[src/hall_pkg.sv]
package hall_pkg;

    // ~~~~~~~~~~~~~~~~~~~~~~~~~~~~~~
    // Hall codes and sectors
    // ~~~~~~~~~~~~~~~~~~~~~~~~~~~~~~

    // Hall lines a, b, c from msb to lsb
    typedef logic [2:0] hall_code_t;
    typedef logic [2:0] sector_t;

    localparam int      SECTOR_COUNT   = 6;
    localparam sector_t SECTOR_LAST    = sector_t'(SECTOR_COUNT - 1);
    localparam sector_t SECTOR_INVALID = 3'd7;

    // Indexed by code, forward order is 001 011 010 110 100 101
    localparam sector_t SECTOR_OF_CODE [8] = '{
        SECTOR_INVALID,  // 000
        3'd0,            // 001
        3'd2,            // 010
        3'd1,            // 011
        3'd4,            // 100
        3'd5,            // 101
        3'd3,            // 110
        SECTOR_INVALID   // 111
    };

    // Deglitch filter
    localparam int FILTER_CYCLES = 4;
    localparam int FILTER_CNT_W  = $clog2(FILTER_CYCLES + 1);

    typedef logic [FILTER_CNT_W-1:0] filter_count_t;

    localparam filter_count_t FILTER_DONE = filter_count_t'(FILTER_CYCLES);

    // ~~~~~~~~~~~~~~~~~~~~~~~~~~~~~~
    // Sensor side bundles
    // ~~~~~~~~~~~~~~~~~~~~~~~~~~~~~~

    typedef struct packed {
        hall_code_t code;
        logic       change;
    } hall_sample_t;

    typedef struct packed {
        sector_t sector;
        logic    dir_fwd;
        logic    step;
        logic    known;
        logic    fault;
    } commutation_t;

endpackage

[src/rotor_pkg.sv]
package rotor_pkg;

    import hall_pkg::sector_t;

    // ~~~~~~~~~~~~~~~~~~~~~~~~~~~~~~
    // Rotor estimate types
    // ~~~~~~~~~~~~~~~~~~~~~~~~~~~~~~

    // One electrical turn is six sectors of 6144 counts total
    typedef logic [15:0]        angle_t;
    typedef logic signed [31:0] position_t;
    typedef logic [15:0]        period_t;

    localparam int      SECTOR_SPAN = 1024;
    localparam period_t PERIOD_MAX  = 16'hffff;

    // In-sector offset and rate accumulator
    localparam int OFFSET_BITS = $clog2(SECTOR_SPAN);

    typedef logic [OFFSET_BITS-1:0] offset_t;
    typedef logic [16:0]            acc_t;

    localparam offset_t OFFSET_LAST = offset_t'(SECTOR_SPAN - 1);

    typedef struct packed {
        period_t period;
        logic    new_period;
        logic    stalled;
    } speed_t;

    typedef struct packed {
        angle_t    angle;
        position_t position;
        period_t   period;
        sector_t   sector;
        logic      dir_fwd;
        logic      stalled;
        logic      fault;
    } rotor_state_t;

endpackage

[src/angle_interp.sv]
module angle_interp import hall_pkg::*, rotor_pkg::*; (
    input  logic         clk,
    input  logic         arst_n,
    input  commutation_t comm,
    input  speed_t       speed,
    input  position_t    position,
    output rotor_state_t rotor
);

    acc_t    acc_q;
    acc_t    acc_d;
    acc_t    acc_sum;
    acc_t    acc_left;
    acc_t    acc_period;
    offset_t offset_q;
    offset_t offset_d;
    angle_t  angle_q;
    angle_t  sector_base;
    logic    interp_on;
    logic    at_limit;

    assign interp_on   = comm.known && !comm.fault && !speed.stalled;
    assign acc_period  = acc_t'(speed.period);
    assign acc_sum     = acc_q + acc_t'(SECTOR_SPAN);
    assign acc_left    = acc_sum - acc_period;
    assign at_limit    = comm.dir_fwd ? (offset_q == OFFSET_LAST) : (offset_q == '0);
    assign sector_base = angle_t'(comm.sector) * angle_t'(SECTOR_SPAN);

    // ~~~~~~~~~~~~~~~~~~~~~~~~~~~~~~
    // Rate accumulator
    // ~~~~~~~~~~~~~~~~~~~~~~~~~~~~~~

    // SECTOR_SPAN per clock against period gives span/period counts per clock
    always_comb begin
        acc_d    = acc_q;
        offset_d = offset_q;
        if (comm.step) begin
            offset_d = comm.dir_fwd ? '0 : OFFSET_LAST;
        end else if (interp_on) begin
            acc_d = acc_sum;
            if (acc_sum >= acc_period) begin
                // At most one count per clock on very short periods
                acc_d = (acc_left >= acc_period) ? '0 : acc_left;
                if (!at_limit) begin
                    offset_d = comm.dir_fwd ? offset_q + 1'b1 : offset_q - 1'b1;
                end
            end
        end
        if (comm.step || speed.new_period) begin
            acc_d = '0;
        end
    end

    always_ff @(posedge clk or negedge arst_n) begin
        if (!arst_n) begin
            acc_q    <= '0;
            offset_q <= '0;
            angle_q  <= '0;
        end else begin
            acc_q    <= acc_d;
            offset_q <= offset_d;
            angle_q  <= sector_base + angle_t'(offset_d);
        end
    end

    // Rotor state bundle
    assign rotor.angle    = angle_q;
    assign rotor.position = position;
    assign rotor.period   = speed.period;
    assign rotor.sector   = comm.sector;
    assign rotor.dir_fwd  = comm.dir_fwd;
    assign rotor.stalled  = speed.stalled;
    assign rotor.fault    = comm.fault;

endmodule

[src/edge_timer.sv]
module edge_timer import hall_pkg::*, rotor_pkg::*; (
    input  logic         clk,
    input  logic         arst_n,
    input  hall_sample_t sample,
    output speed_t       speed
);

    period_t count;
    logic    count_full;
    logic    timely;

    assign count_full = (count == PERIOD_MAX);

    // ~~~~~~~~~~~~~~~~~~~~~~~~~~~~~~
    // Edge to edge counter
    // ~~~~~~~~~~~~~~~~~~~~~~~~~~~~~~

    // timely marks that the previous change came before saturation
    always_ff @(posedge clk or negedge arst_n) begin
        if (!arst_n) begin
            count            <= '0;
            timely           <= 1'b0;
            speed.period     <= '0;
            speed.new_period <= 1'b0;
            speed.stalled    <= 1'b1;
        end else begin
            speed.new_period <= sample.change;
            if (sample.change) begin
                // Restart at one so the latched value equals the edge spacing
                count         <= period_t'(1);
                speed.period  <= count;
                speed.stalled <= !(timely && !count_full);
                timely        <= !count_full;
            end else if (!count_full) begin
                count <= count + 1'b1;
            end else begin
                // No edge for PERIOD_MAX clocks
                speed.stalled <= 1'b1;
                timely        <= 1'b0;
            end
        end
    end

endmodule

[src/hall_decoder.sv]
module hall_decoder import hall_pkg::*, rotor_pkg::*; (
    input  logic         clk,
    input  logic         arst_n,
    input  hall_sample_t sample,
    output commutation_t comm,
    output position_t    position
);

    sector_t new_sector;
    logic    code_valid;
    sector_t sector_fwd;
    sector_t sector_rev;

    assign new_sector = SECTOR_OF_CODE[sample.code];
    assign code_valid = (new_sector != SECTOR_INVALID);

    // Neighbours of the held sector, modulo six
    assign sector_fwd = (comm.sector == SECTOR_LAST) ? '0 : comm.sector + 1'b1;
    assign sector_rev = (comm.sector == '0) ? SECTOR_LAST : comm.sector - 1'b1;

    // ~~~~~~~~~~~~~~~~~~~~~~~~~~~~~~
    // Sector tracking
    // ~~~~~~~~~~~~~~~~~~~~~~~~~~~~~~

    always_ff @(posedge clk or negedge arst_n) begin
        if (!arst_n) begin
            comm.sector  <= '0;
            comm.dir_fwd <= 1'b1;
            comm.step    <= 1'b0;
            comm.known   <= 1'b0;
            comm.fault   <= 1'b0;
            position     <= '0;
        end else begin
            comm.step <= 1'b0;
            if (sample.change) begin
                if (!code_valid) begin
                    // 000 or 111, sector and position hold
                    comm.known <= 1'b0;
                    comm.fault <= 1'b1;
                end else if (!comm.known) begin
                    // First valid code only gives a reference
                    comm.sector <= new_sector;
                    comm.known  <= 1'b1;
                end else if (new_sector == sector_fwd) begin
                    comm.sector  <= new_sector;
                    comm.dir_fwd <= 1'b1;
                    comm.step    <= 1'b1;
                    comm.fault   <= 1'b0;
                    position     <= position + 32'sd1;
                end else if (new_sector == sector_rev) begin
                    comm.sector  <= new_sector;
                    comm.dir_fwd <= 1'b0;
                    comm.step    <= 1'b1;
                    comm.fault   <= 1'b0;
                    position     <= position - 32'sd1;
                end else begin
                    // Skipped sector, resync without a step
                    comm.sector <= new_sector;
                    comm.fault  <= 1'b1;
                end
            end
        end
    end

endmodule

[src/hall_feedback_top.sv]
module hall_feedback_top import hall_pkg::*, rotor_pkg::*; (
    input  logic         clk,
    input  logic         arst_n,
    input  logic         hall_a,
    input  logic         hall_b,
    input  logic         hall_c,
    output rotor_state_t rotor
);

    hall_sample_t sample;
    commutation_t comm;
    speed_t       speed;
    position_t    position;

    hall_filter hall_filter_inst (
        .clk    (clk),
        .arst_n (arst_n),
        .hall_a (hall_a),
        .hall_b (hall_b),
        .hall_c (hall_c),
        .sample (sample)
    );

    // Decoder and timer both follow the accepted code
    hall_decoder hall_decoder_inst (
        .clk      (clk),
        .arst_n   (arst_n),
        .sample   (sample),
        .comm     (comm),
        .position (position)
    );

    edge_timer edge_timer_inst (
        .clk    (clk),
        .arst_n (arst_n),
        .sample (sample),
        .speed  (speed)
    );

    angle_interp angle_interp_inst (
        .clk      (clk),
        .arst_n   (arst_n),
        .comm     (comm),
        .speed    (speed),
        .position (position),
        .rotor    (rotor)
    );

endmodule

[src/hall_filter.sv]
module hall_filter import hall_pkg::*; (
    input  logic         clk,
    input  logic         arst_n,
    input  logic         hall_a,
    input  logic         hall_b,
    input  logic         hall_c,
    output hall_sample_t sample
);

    hall_code_t    sync_1;
    hall_code_t    sync_2;
    hall_code_t    candidate;
    hall_code_t    accepted;
    filter_count_t stable_cnt;
    logic          change;

    // Two-stage synchronizer on the whole code
    always_ff @(posedge clk or negedge arst_n) begin
        if (!arst_n) begin
            sync_1 <= '0;
            sync_2 <= '0;
        end else begin
            sync_1 <= {hall_a, hall_b, hall_c};
            sync_2 <= sync_1;
        end
    end

    // ~~~~~~~~~~~~~~~~~~~~~~~~~~~~~~
    // Stability counter
    // ~~~~~~~~~~~~~~~~~~~~~~~~~~~~~~

    // Any difference restarts the count on the new candidate
    always_ff @(posedge clk or negedge arst_n) begin
        if (!arst_n) begin
            candidate  <= '0;
            stable_cnt <= '0;
        end else if (sync_2 != candidate) begin
            candidate  <= sync_2;
            stable_cnt <= filter_count_t'(1);
        end else if (stable_cnt != FILTER_DONE) begin
            stable_cnt <= stable_cnt + 1'b1;
        end
    end

    // Accept a stable candidate once
    always_ff @(posedge clk or negedge arst_n) begin
        if (!arst_n) begin
            accepted <= '0;
            change   <= 1'b0;
        end else begin
            change <= 1'b0;
            if (stable_cnt == FILTER_DONE && candidate != accepted) begin
                accepted <= candidate;
                change   <= 1'b1;
            end
        end
    end

    assign sample.code   = accepted;
    assign sample.change = change;

endmodule

[config.mk]
export PLATFORM = sky130hd
export DESIGN_NAME = hall_feedback_top
export DESIGN_NICKNAME = d
export VERILOG_FILES = /design/src/hall_pkg.sv /design/src/rotor_pkg.sv /design/src/angle_interp.sv /design/src/edge_timer.sv /design/src/hall_decoder.sv /design/src/hall_feedback_top.sv /design/src/hall_filter.sv
export SDC_FILE = /design/constraint.sdc
export NUM_CORES = 1
export LEC_CHECK = 0
export BUFFER_PORTS_ARGS = -buffer_cell sky130_fd_sc_hd__buf_2
export CAP_MARGIN = 20
export CORE_UTILIZATION = 40
export DETAILED_ROUTE_END_ITERATION = 10
export PLACE_DENSITY_LB_ADDON = 0.2
export RECOVER_POWER = 100
export SYNTH_ARGS = -nofsm -noshare
export SYNTH_HDL_FRONTEND = slang
export SYNTH_HIERARCHICAL = 1
export SYNTH_SLANG_ARGS = --single-unit
export TNS_END_PERCENT = 1
[constraint.sdc]
create_clock -name clk -period 9.9 [get_ports clk]
set_input_delay 0.495 -clock clk [delete_from_list [all_inputs] [get_ports clk]]
set_output_delay 0.495 -clock clk [all_outputs]
set_load 0.02 [all_outputs]
# [After elaboration in Yosys (flattened, before gate mapping)]
# Memories as Yosys holds them, arrays and structs flattened.
# Cells that the tools add are included.
# W data, S select, Z words.
[classes] add_sub_neg=11 n_lt_le_gt_ge=3 eq_ne=13 mux=36 bitwise=1 reduce_logical=19
[ops] cell="$mux W17" n=5
[ops] cell="$mux W32" n=2
[ops] cell="$mux W10" n=6
[ops] cell="$ge A17 B16 Y1" n=2
[ops] cell="$add A32 B2 Y32 const B" n=1
[ops] cell="$mux W16" n=2
[ops] cell="$sub A32 B2 Y32 const B" n=1
[ops] cell="$mux W3" n=7
[ops] cell="$add A17 B11 Y17 const B" n=1
[ops] cell="$sub A17 B16 Y17" n=1
[ops] cell="$add A16 B1 Y16 const B" n=1
[ops] cell="$eq A16 B16 Y1 const B" n=1
[ops] cell="$add A13 B10 Y14" n=1
[ops] cell="$mux W1" n=11
[ops] cell="$add A10 B1 Y10 const B" n=1
[ops] cell="$eq A10 B10 Y1 const B" n=1
[ops] cell="$logic_not A10 Y1" n=1
[ops] cell="$sub A10 B1 Y10 const B" n=1
[ops] cell="$reduce_bool A2 Y1" n=4
[ops] cell="$add A3 B1 Y3 const B" n=2
[ops] cell="$eq A3 B3 Y1" n=2
[ops] cell="$eq A3 B3 Y1 const B" n=2
[ops] cell="$mux W2" n=3
[ops] cell="$ne A3 B3 Y1" n=2
[ops] cell="12 further kinds" n=22
[word_totals] regBits=133 romBits=24 out_inout_bits=70 memories=1
[mem_list] name="(no name shown)" words=8 word_bits=3 rd=1 rd_ports_with_merged_regs=0 write_ports=0 line="hall_decoder.sv:14" rtl="assign new_sector = SECTOR_OF_CODE[sample.code];"

# [Depth between registers and ports, before layout]
# Gate-level depths: netlist of run 1.
[depth] ltp_word=10 depth_mapped=18 ltp_nobuf=16

# [Modules after synthesis]
# Netlist of run 1, hierarchy kept.
[modules_own_cells] module="angle_interp" instances=1 cells_each=432 area_per_inst_um2=3562.2 seq_area_each_um2=750.7
[modules_own_cells] module="hall_decoder" instances=1 cells_each=418 area_per_inst_um2=3424.5 seq_area_each_um2=977.2
[modules_own_cells] module="edge_timer" instances=1 cells_each=132 area_per_inst_um2=1569.0 seq_area_each_um2=877.1
[modules_own_cells] module="hall_filter" instances=1 cells_each=45 area_per_inst_um2=621.8 seq_area_each_um2=400.4

# [Worst setup path before layout of run 1]
# No wires, ideal clock.
[synth_timing] path_kind="register to register" from="register hall_filter_inst.accepted[1]" to="register hall_decoder_inst.position[21]" setup_ns=0.126 arrival_time_ns=3.923 required_ns=9.774 path_slack_ns=5.851 path_stages_with_launch=16 n_path_buf=1 synth_period_minus_slack_ns=4.049 cell_sequence="dfrtp_1 -> buf_4 -> inv_2 -> ha_1 -> or3_4 -> o211ai_2 -> o21ai_1 -> o32a_1 -> ha_1 -> o211a_1 -> a211o_1 -> a21oi_1 -> o21ai_0 -> a21boi_0 -> xor2_1 -> o21ai_0"
[synth_between] elab_chain_len=7
[synth_lines] item="start: declaration" line="hall_filter.sv:13" rtl="hall_code_t accepted;"
[synth_lines] item="start signal: assignment" line="hall_filter.sv:53" rtl="accepted <= candidate;"
[synth_lines] item="$not A3 Y4 (not written as such) *" line="hall_decoder.sv:14"
[synth_lines] item="$mem_v2 Z8 W3 *"
[synth_lines] item="$mux W3 (not written as such) * (2 in series)" line="hall_decoder.sv:14"
[synth_lines] item="$eq A3 B3 Y1 (on tied branches)" line="hall_decoder.sv:50, hall_decoder.sv:44"
[synth_lines] item="$reduce_bool A2 Y1 (no line)"
[synth_lines] item="$reduce_and A4 Y1 (no line)"
[synth_lines] item="end signal: assignment" line="hall_decoder.sv:49" rtl="position <= position + 32'sd1;"
[synth_lines] item="end signal: assignment" line="hall_decoder.sv:55" rtl="position <= position - 32'sd1;"
[synth_lines] item="end: declaration" line="hall_decoder.sv:6" rtl="output position_t position"
# Mark *: on every way between the ends. The rest lies on a longest branch, timed or not. The select of a mux whose other input is x is not followed.
# A chain may end at the register's enable or synchronous reset.

# [Final worst setup path of run 1]
[layout_timing] from="register hall_filter_inst.accepted[1]" to="register hall_decoder_inst.position[26]"
# Same word-level chain as after synthesis.

==> results of run 1 <==
-- state kept, by name, indices dropped and copies added (netlist names) --
register,flops
hall_decoder_inst/position,32
edge_timer_inst/speed,18
angle_interp_inst/acc_q,17
edge_timer_inst/count,16
angle_interp_inst/offset_q,9
hall_decoder_inst/comm,7
angle_interp_inst/angle_q,4
hall_filter_inst/accepted,3
hall_filter_inst/candidate,3
hall_filter_inst/stable_cnt,3
hall_filter_inst/sync_1,3
hall_filter_inst/sync_2,3
edge_timer_inst/timely,1
hall_filter_inst/change,1
-- worst max-delay path: stages (launching register included) --
cell,delay (ps)
dfrtp_1,540
inv_1,180
ha_1,340
mux2i_1,270
nand2b_1,160
o32a_1,130
clkbuf_1,1170
inv_1,240
fa_1,480
nor2b_1,170
o2111ai_1,180
a2111oi_0,640
nor3_1,220
o31ai_1,400
xnor2_1,160
o21ai_0,80
-- power breakdown --
group          internal (W)  switching [W]  total [W]
registers          0.000511      0.0000282   0.000539
logic             0.0000839       0.000111   0.000195
clock network      0.000353       0.000242   0.000596
total              0.000948       0.000382    0.00133
-- area by class of cell --
class                      count  area share [%]
clock buffer                  19            4.60
clock inverter                13            1.26
inverter                      55            2.14
multi-input combinational    760            54.2
sequential                   120            31.2
tap                          285            3.70
timing repair buffer          75            2.97
-- routing by layer --
metal,share of wire [%],up-vias
met4,1.3,0
met2,45,119
met5,0,-
met1,50,3466
met3,3.2,27
li1,-,3674
-- through the flow --
stage / setup WS (ps) / utilization, % / total power (W) / instance area, um2
after floorplan: 5850 / - / 0.000700 / 9190
after global placement: 5550 / 41.0 / 0.000746 / 9250
after detailed placement: 5430 / 41.0 / 0.000748 / 9250
after CTS: 5440 / 43.5 / 0.00136 / 9810
after global routing: 3170 / 42.7 / 0.00141 / 9640
final: 4330 / 42.7 / 0.00133 / 9640
-- kinds of logic (layout without fill, tap and decap cells) --
group / Yosys count / after routing / share of synthesized area (%)
buffers and inverters: 149 / 162 / 9.80
AOI/OAI and AO/OA: 303 / 303 / 21.4
DFF: 120 / 120 / 32.7
and+or+nand+nor: 284 / 284 / 15.4
other: 1 / 3 / 0.0409
xor gates and xnor gates: 58 / 58 / 5.54
adders and majority gates: 79 / 79 / 11.0
muxes: 33 / 33 / 4.06
-- placed cells by master, fill, tap and decap left out, drive strengths merged, types with 7 or more instances in the layout --
| master | netlist | routed |
|---|---|---|
| mux2 | 25 | 25 |
| ha | 76 | 76 |
| o31ai | 12 | 12 |
| a31oi | 17 | 17 |
| nand2b | 12 | 12 |
| o21a | 11 | 11 |
| mux2i | 8 | 8 |
| nand2 | 95 | 95 |
| nand4 | 21 | 21 |
| nand3 | 31 | 31 |
| nor3 | 12 | 12 |
| nor2 | 58 | 58 |
| a21o | 23 | 23 |
| clkbuf | 14 | 90 |
| nor2b | 7 | 7 |
| o21ai | 87 | 87 |
| xor2 | 21 | 21 |
| o21bai | 7 | 7 |
| or3 | 9 | 9 |
| a21oi | 79 | 79 |
| inv | 55 | 58 |
| xnor2 | 37 | 37 |
| a22o | 9 | 9 |
| dfrtp | 118 | 118 |
-- path summary, 6_finish.rpt --
path	startpoint	to
worst max-delay path	hall_filter_inst/accepted[1]	hall_decoder_inst/position[26]
worst min-delay path	hall_b	hall_filter_inst/sync_1[1]
worst max register to register	hall_filter_inst/accepted[1]	hall_decoder_inst/position[26]
worst min register to register	hall_filter_inst/sync_1[0]	hall_filter_inst/sync_2[0]
max in group asynchronous	arst_n	edge_timer_inst/speed[9]
min in group asynchronous	arst_n	angle_interp_inst/offset_q[3]
==> summary.txt, run 1 <==
Final layout
  – Final cell count without fillers: 1,327
  – Sequential cell area: 0.00301 mm2
  – Footprint of the multi-input gates: 0.00522 mm2
  – N_diodes: 0
  – Count of filler cells inserted in the layout: 2,270
  – Area growth from synthesis to final layout: 5.03%
  – Proportion of layout cells with a drive suffix above 1: 7.10%
  – Net total in the final layout: 1,113

Yosys
  – Top area cells in the synthesized netlist: dfrtp_1, ha_1, buf_4, o21ai_0, a21oi_1
  – Most repeated cell in the gate-level netlist after synthesis: dfrtp_1
  – Synthesized instance count: 1,027
  – Proportion of netlist area held by the largest area contributor: 32.2%
  – Top cell types by occurrence after synthesis: dfrtp_1, nand2_1, o21ai_0, a21oi_1, ha_1
  – Share of flip-flops with an asynchronous set or reset: 100%
  – Count of state elements after synthesis: 120
  – Syn Std Cell Area: 0.00918 mm2
  – Post-Synthesis Mean Instance Area: 8.94 um2
  – Most used flip-flop cell after synthesis: dfrtp_1
  – Number of flops mapped to enable cells by yosys: 0
  – Unique masters post-synth: 89
  – Biggest area consumer among synthesized cells: dfrtp_1
  – Synthesis Warnings: 6
  – Sequential area share after synthesis: 32.7%

Place
  – Number of placed instances with taps included: 1,295
  – Half-perimeter wire length of the detailed placement result: 15,500 um
  – Routability congestion estimate: 0.894
  – IO buf count: 71

Setup path
  – Internal reg-to-reg setup slack: 4330 ps
  – Worst endpoint data arrival time: 5790 ps
  – Cells on worst reg2reg path: 15
  – Endpoint required time on the critical path: 10,120 ps
  – Worst setup path class: reg2reg
  – Category of the worst setup path capture point: flop
  – Critical path startpoint category: flop
  – Largest fanout on the critical path: 32

Detailed routing
  – Routed len/inst: 15.8 um
  – WL final: 21,000 um
  – DR vias: 7,286
  – Count of nets left with antenna violations after detail routing: 0
  – Via density: 5.49
  – Number of violations reported at the end of detailed-routing iteration 0: 287
  – DR DRC count: 0
  – First-pass iteration count of the detailed router: 4

Power
  – Maximum vdd drop: 0.105 mV
  – Reported leakage power: 4.55 nW
  – Power per unit of standard cell area: 138 mW/mm2

GRT
  – Met2 Use GR: 29.9%
  – First-pass GRT wire length: 35,900 um
  – Number of global-route vias before repair: 7,151
  – GRT Resource Usage Total: 18.9%
  – GR peak layer: met2
  – Global route overflow: 0
  – Global routing usage on met1: 26.2%
  – Largest net degree at the start of global routing: 67
  – Initial antenna violation count: 0
  – Global-route track usage on met3: 3.40%

Floorplan
  – Initial core utilization: 40.7%
  – Row count: 55
  – Vertical die dimension: 153 um
  – Core region area: 0.0226 mm2
  – Die ar.: 0.0236 mm2
  – Die Width: 153 um
  – Ports: 75

STA
  – Total negative slack for setup checks: 0 ps
  – Post-layout minimum cycle time: 5570 ps
  – Relative slew slack: -155%
  – Final cycle utilization of the critical path: 56.2%
  – Final hold violation count: 0
  – Total of endpoints with negative setup slack in the final report: 0
  – Transition time at the pin with the least slew margin: 3820 ps
  – Worst-case clock skew: 13.7 ps
  – Number of pins with negative max-slew slack in the final report: 260
  – Unrepaired setup endpoints after global routing: no
  – F_max: 180 MHz
  – Final worst hold slack: 175 ps

Outcome
  – Violated checks: max-capacitance violations, max-slew violations
  – Result of the run: finished with violations

Clocking
  – TritonCTS clock tree: built
  – Clock Sink Count: 120
  – Total setup buffers inserted after CTS: 0
  – Clock Root Buffer: clkbuf_16
  – Clock Pin Slew Worst Setup and Hold Paths: 60 ps
  – Clock latency on the worst-skew pair: 420 ps
  – Bufs on Longest Clock Path: 2
  – Htree depth: 4
  – Hold buffers post-CTS: 0
  – Number of gates resized after cts: 0
  – Clock buffer count from CTS: 17

Flow run
  – Count of maximum capacitance violations: 5

Worst hold path
  – Instance count along the most critical hold path: 1
  – Worst hold path type: in2reg
Power figures use the tool's default switching activity.
==> inputs of run 2 (changes only) <==
==> constraint.sdc (replaced) <==
create_clock -name clk -period 4.9 [get_ports clk]
set_input_delay 0.245 -clock clk [delete_from_list [all_inputs] [get_ports clk]]
set_output_delay 0.245 -clock clk [all_outputs]
set_load 0.02 [all_outputs]
==> summary.txt, run 2 (synthesis results as in run 1) <==
Outcome
  – Result of the run: finished with violations
  – Violated checks: max-capacitance violations, max-slew violations

Final layout
  – Biggest register: hall_decoder_inst/position
  – Proportion of layout cells with a drive suffix above 1: 7.83% (+0.73 points)
  – Utilization after layout: 43.1% (+0.37 points)
  – Max FFs per register: 32 (unchanged)
  – Commonest cells after routing, fill and taps aside: dfrtp_1, nand2_1, o21ai_0, a21oi_1, ha_1
  – Commonest non-fill, non-tap cell in the layout: dfrtp_1
  – Post-route cell area: 0.00972 mm2 (+0.86%)
  – N_diodes: 0 (unchanged)
  – Top Registers: hall_decoder_inst/position x32, edge_timer_inst/speed x18, angle_interp_inst/acc_q x17
  – Area growth from synthesis to final layout: 5.93%
  – Net total in the final layout: 1,118 (+0.45%)

Setup path
  – Worst endpoint data arrival time: 4800 ps (-990 ps)
  – Category of the worst setup path capture point: flop
  – Largest fanout on the critical path: 30 (-6.3%)
  – Worst setup path class: reg2reg
  – Internal reg-to-reg setup slack: 350 ps (-3980 ps)
  – Critical path startpoint category: flop
  – Endpoint required time on the critical path: 5150 ps (-4970 ps)

Place
  – IO buf count: 71 (unchanged)
  – Place WS: 370 ps (-5060 ps)
  – Routability congestion estimate: 0.885 (-0.93%)
  – Half-perimeter wire length of the detailed placement result: 15,500 um (+0.12%)
  – Instance area after placement: 0.00926 mm2 (about the same)

Clocking
  – Clock Sink Count: 120 (unchanged)
  – Clock latency on the worst-skew pair: 420 ps (about the same)
  – TritonCTS clock tree: built
  – Number of gates resized after cts: 0 (unchanged)
  – Total setup buffers inserted after CTS: 0 (unchanged)
  – Clock buffer count from CTS: 17 (unchanged)
  – Htree depth: 4 (unchanged)
  – Clock Root Buffer: clkbuf_16
  – Clock Pin Slew Worst Setup and Hold Paths: 60 ps (about the same)
  – Bufs on Longest Clock Path: 2 (unchanged)

STA
  – Number of pins with negative max-slew slack in the final report: 118 (-55%)
  – Final hold violation count: 0 (unchanged)
  – Relative slew slack: -137% (+18 points)
  – Total negative slack for setup checks: 0 ps (unchanged)
  – Post-route setup slack: 348 ps (-3980 ps)
  – Final cycle utilization of the critical path: 92.9% (+37 points)
  – Transition time at the pin with the least slew margin: 3550 ps (-272 ps)
  – F_max: 220 MHz (+22%)
  – Post-layout minimum cycle time: 4550 ps (-1020 ps)
  – Total of endpoints with negative setup slack in the final report: 0 (unchanged)
  – Unrepaired setup endpoints after global routing: no
  – Worst-case clock skew: 12.0 ps (-1.67 ps)

Detailed routing
  – Number of violations reported at the end of detailed-routing iteration 0: 282 (-1.7%)
  – First-pass iteration count of the detailed router: 4 (unchanged)
  – Via density: 5.44 (-0.98%)
  – Routed len/inst: 15.6 um (-1.1%)
  – DR vias: 7,242 (-0.60%)
  – WL final: 20,800 um (-0.72%)
  – DR DRC count: 0 (unchanged)
  – Count of nets left with antenna violations after detail routing: 0 (unchanged)

Floorplan
  – Ports: 75 (unchanged)
  – Row count: 55 (unchanged)
  – Die ar.: 0.0236 mm2 (unchanged)
  – Initial core utilization: 40.7% (unchanged)
  – Vertical die dimension: 153 um (unchanged)
  – Core region area: 0.0226 mm2 (unchanged)
  – Die Width: 153 um (unchanged)

Worst hold path
  – Worst hold path type: reg2reg

GRT
  – GRT Resource Usage Total: 18.6% (-0.25 points)
  – Largest net degree at the start of global routing: 78 (+16%)
  – First-pass GRT wire length: 35,500 um (-1.0%)
  – Initial antenna violation count: 0 (unchanged)
  – Number of global-route vias before repair: 7,165 (+0.20%)
  – Global route overflow: 0 (unchanged)

Power
  – Maximum vdd drop: 0.203 mV (+94%)
  – Reported leakage power: 4.60 nW (+0.97%)
  – Power per unit of standard cell area: 279 mW/mm2 (+100%)
  – Power consumption: 0.00271 W (+100%)

Flow run
  – Count of maximum capacitance violations: 2 (-3)
[run 2: cell types whose count changed in the layout (fill, tap and decap cells not counted), moves of 2 or more]
| cell | delta |
|---|---|
| buf_4 | +2 |
| clkbuf_1 | -4 |
| clkinv_4 | +3 |
| clkinvlp_4 | -3 |
| dlygate4sd3_1 | +4 |
[run 2: worst paths after layout]
check | start | endpoint | depth (start not counted)
min | hall_filter_inst/sync_1[2] | hall_filter_inst/sync_2[2] | 0
max in group asynchronous | arst_n | hall_decoder_inst/position[27] | 3
max reg2reg | hall_filter_inst/accepted[0] | hall_decoder_inst/position[21] | 15
max | hall_filter_inst/accepted[0] | hall_decoder_inst/position[21] | 15
min reg2reg | hall_filter_inst/sync_1[2] | hall_filter_inst/sync_2[2] | 0
min in group asynchronous | arst_n | angle_interp_inst/acc_q[8] | 2
[run 2: repair_timing]
item	4_1_cts	5_1_grt
hold buffers	4	0
setup endpoints to repair	0	0
endpoints found under the hold margin	78	0
[run 2: routing by layer]
layer	wire length [um]	share of wire [%]	GRT usage, %
met5	0	0	0
met4	352	1.7	6.24
met2	9470	45	29.6
met3	500	2.4	2.92
met1	10500	50	25.7
[run 2: cell type report]
cell class	instances	area, um2
fill	2258	12800
tap	285	357
timing repair buffer	80	347
sequential	120	3010
multi-input combinational	760	5230
inverter	55	206
clock inverter	14	140
clock buffer	18	439
[run 2: stage by stage]
stage | hold slack, ps | std cells
after floorplan | -50.6 | 1029
after global placement | 332 | 1296
after detailed placement | 335 | 1296
after CTS | 348 | 1332
after global routing | 349 | 1332
final | 347 | 1332
[run 2: worst max-delay path, cell delays in order, from the launching register on]
cell	delay, ps
dfrtp_1	550
inv_1	80
ha_1	330
or3_1	340
o211ai_1	100
o21ai_0	100
o32a_1	370
buf_4	260
ha_1	340
a211o_1	320
a211o_1	270
a21oi_1	320
o21ai_0	400
a21boi_0	340
xor2_1	160
o21ai_0	90
[run 2: power by group]
group / switching, W / internal, W / total [W] / leakage, nW
clock: 0.000497 / 0.000723 / 0.00122 / 0.280
combinational: 0.000227 / 0.000173 / 0.000400 / 2.69
sequential: 0.0000563 / 0.00103 / 0.00109 / 1.63
total: 0.000780 / 0.00193 / 0.00271 / 4.60
==> inputs of run 3 (changes only) <==
--- a/config.mk
+++ b/config.mk
@@ -7,8 +7,9 @@
 export LEC_CHECK = 0
 export BUFFER_PORTS_ARGS = -buffer_cell sky130_fd_sc_hd__buf_2
 export CAP_MARGIN = 20
-export CORE_UTILIZATION = 40
+export CORE_UTILIZATION = 54
 export DETAILED_ROUTE_END_ITERATION = 10
+export GPL_ROUTABILITY_DRIVEN = 0
 export PLACE_DENSITY_LB_ADDON = 0.2
 export RECOVER_POWER = 100
 export SYNTH_ARGS = -nofsm -noshare
==> summary.txt, run 3 (synthesis results as in run 1) <==
Final layout
  – Post-route cell area: 0.00969 mm2 (-0.33%)
  – Biggest register: hall_decoder_inst/position
  – N_diodes: 0 (unchanged)
  – Area growth from synthesis to final layout: 5.58%
  – Net total in the final layout: 1,119 (+0.089%)
  – Max FFs per register: 32 (unchanged)
  – Top Registers: hall_decoder_inst/position x32, edge_timer_inst/speed x18, angle_interp_inst/acc_q x17
  – Proportion of layout cells with a drive suffix above 1: 7.82% (about the same)
  – Commonest non-fill, non-tap cell in the layout: dfrtp_1
  – Commonest cells after routing, fill and taps aside: dfrtp_1, nand2_1, o21ai_0, a21oi_1, ha_1

Detailed routing
  – DR DRC count: 0 (unchanged)
  – WL final: 19,900 um (-4.5%)
  – Via density: 5.76 (+5.9%)
  – Routed len/inst: 15.7 um (+0.34%)
  – Count of nets left with antenna violations after detail routing: 0 (unchanged)
  – Number of violations reported at the end of detailed-routing iteration 0: 466 (+65%)
  – DR vias: 7,304 (+0.86%)
  – First-pass iteration count of the detailed router: 5 (+1)

STA
  – Total of endpoints with negative setup slack in the final report: 0 (unchanged)
  – Worst-case clock skew: 7.79 ps (-4.26 ps)
  – Post-layout minimum cycle time: 4500 ps (-54.3 ps)
  – Transition time at the pin with the least slew margin: 3250 ps (-296 ps)
  – Unrepaired setup endpoints after global routing: no
  – Relative slew slack: -117% (+20 points)
  – Post-route setup slack: 403 ps (+54.3 ps)
  – F_max: 222 MHz (+1.2%)
  – Number of pins with negative max-slew slack in the final report: 112 (-5.1%)
  – Final hold violation count: 0 (unchanged)
  – Final cycle utilization of the critical path: 91.8% (-1.1 points)
  – Total negative slack for setup checks: 0 ps (unchanged)

Power
  – Reported leakage power: 4.63 nW (+0.69%)
  – Power per unit of standard cell area: 288 mW/mm2 (+3.4%)
  – Power consumption: 0.00279 W (+3.0%)
  – Maximum vdd drop: 0.257 mV (+26%)

Setup path
  – Worst setup path class: reg2reg
  – CP max stage cell: o32a_1
  – Largest fanout on the critical path: 15 (-50%)
  – Worst endpoint data arrival time: 4740 ps (-60 ps)
  – Category of the worst setup path capture point: flop
  – Critical path startpoint category: flop
  – Max incr delay on CP: 570 ps (+20 ps)
  – Endpoint required time on the critical path: 5150 ps (about the same)
  – Crit-path cells: inv_1, ha_1, or3_1, o211ai_2, o21ai_1, o32a_1, ha_1, o211a_1, a211o_1, a21oi_1, o21ai_0, a21boi_0, xor2_1, o21ai_0

Place
  – Instance area after placement: 0.00917 mm2 (-0.92%)
  – IO buf count: 71 (unchanged)
  – Half-perimeter wire length of the detailed placement result: 14,700 um (-5.0%)
  – Place WS: 507 ps (+137 ps)

Clocking
  – Total setup buffers inserted after CTS: 0 (unchanged)
  – Clock Root Buffer: clkbuf_16
  – TritonCTS clock tree: built
  – Clock Sink Count: 120 (unchanged)
  – Bufs on Longest Clock Path: 2 (unchanged)
  – Clock buffer count from CTS: 17 (unchanged)
  – Hold buffers post-CTS: 3 (-1)
  – Htree depth: 4 (unchanged)
  – Clock Pin Slew Worst Setup and Hold Paths: 60 ps (about the same)
  – Clock latency on the worst-skew pair: 410 ps (about the same)
  – Number of gates resized after cts: 0 (unchanged)

Floorplan
  – Core region area: 0.0166 mm2 (-27%)
  – Vertical die dimension: 132 um (-14%)
  – Row count: 47 (-15%)
  – Die ar.: 0.0175 mm2 (-26%)
  – Ports: 75 (unchanged)
  – Die Width: 132 um (-14%)
  – Initial core utilization: 55.3% (+15 points)

GRT
  – First-pass GRT wire length: 33,700 um (-5.1%)
  – Largest net degree at the start of global routing: 80 (+2.6%)
  – GRT Resource Usage Total: 23.7% (+5.1 points)
  – Global route overflow: 0 (unchanged)
  – Initial antenna violation count: 0 (unchanged)
  – Number of global-route vias before repair: 6,938 (-3.2%)

Outcome
  – Violated checks: max-capacitance violations, max-slew violations
  – Result of the run: finished with violations

Worst hold path
  – Worst hold path type: in2async

Flow run
  – Count of maximum capacitance violations: 2 (unchanged)
## run 3: cell types whose count changed in the layout (fill, tap and decap cells not counted), sizes merged
cell / previous run / this run
clkbuf: 87 / 86
inv: 60 / 61
clkinv: 6 / 3
bufinv: 1 / 3
dlymetal6s4s: 0 / 1
clkinvlp: 2 / 3
buf: 6 / 7
dlygate4sd2: 1 / 0
## run 3: worst paths after layout
| kind | from | endpoint | slack, ps | depth (start not counted) |
|---|---|---|---|---|
| worst max-delay path | hall_filter_inst/accepted[1] | hall_decoder_inst/position[21] | 400 | 14 |
| worst min-delay path | arst_n | hall_filter_inst/sync_1[0] | 260 | 2 |
| worst max register to register | hall_filter_inst/accepted[1] | hall_decoder_inst/position[21] | 400 | 14 |
| worst min register to register | hall_filter_inst/sync_1[1] | hall_filter_inst/sync_2[1] | 350 | 0 |
| max in group asynchronous | arst_n | hall_decoder_inst/position[24] | 1030 | 4 |
| min in group clk | hall_filter_inst/sync_1[1] | hall_filter_inst/sync_2[1] | 350 | 0 |
## run 3: area by class of cell
| cell class | instances | area [um2] |
|---|---|---|
| fillers | 1540 | 6890 |
| multi-input cells | 760 | 5230 |
| flip-flops and latches | 120 | 3010 |
| clock buffers | 17 | 425 |
| repair buffers | 81 | 354 |
| well taps | 220 | 275 |
| inverters | 55 | 206 |
| clock inverters | 15 | 190 |
## run 3: per-stage QoR
stage               util (%)  hold slack (ps)  cells
detailed placement      55.3              336   1231
finish                  58.4              259   1268
floorplan                  -            -50.6   1029
CTS                     59.2             30.2   1266
global route            58.4              281   1268
global placement        55.3              333   1231
## run 3: worst max-delay path: cells and delay by family (launching register included)
family | cells | cell delay, ps
AOI/OAI and AO/OA | 9 | 2350
adders and majority gates | 2 | 770
DFF | 1 | 520
and+or+nand+nor | 1 | 360
buffers and inverters | 1 | 170
xor gates and xnor gates | 1 | 150
## run 3: routing by layer
layer	vias to the layer above	part of all wire (%)	GRT usage, %
met5	-	0	0
met4	0	0.54	5.56
met3	9	3.6	5.27
met2	142	47	38.5
met1	3462	49	32.3
li1	3691	-	-
## run 3: power breakdown
part | internal [W] | leakage (nW) | switching, W
clock network | 0.000811 | 0.293 | 0.000495
logic | 0.000172 | 2.71 | 0.000225
registers | 0.00103 | 1.63 | 0.0000550
total | 0.00202 | 4.63 | 0.000774
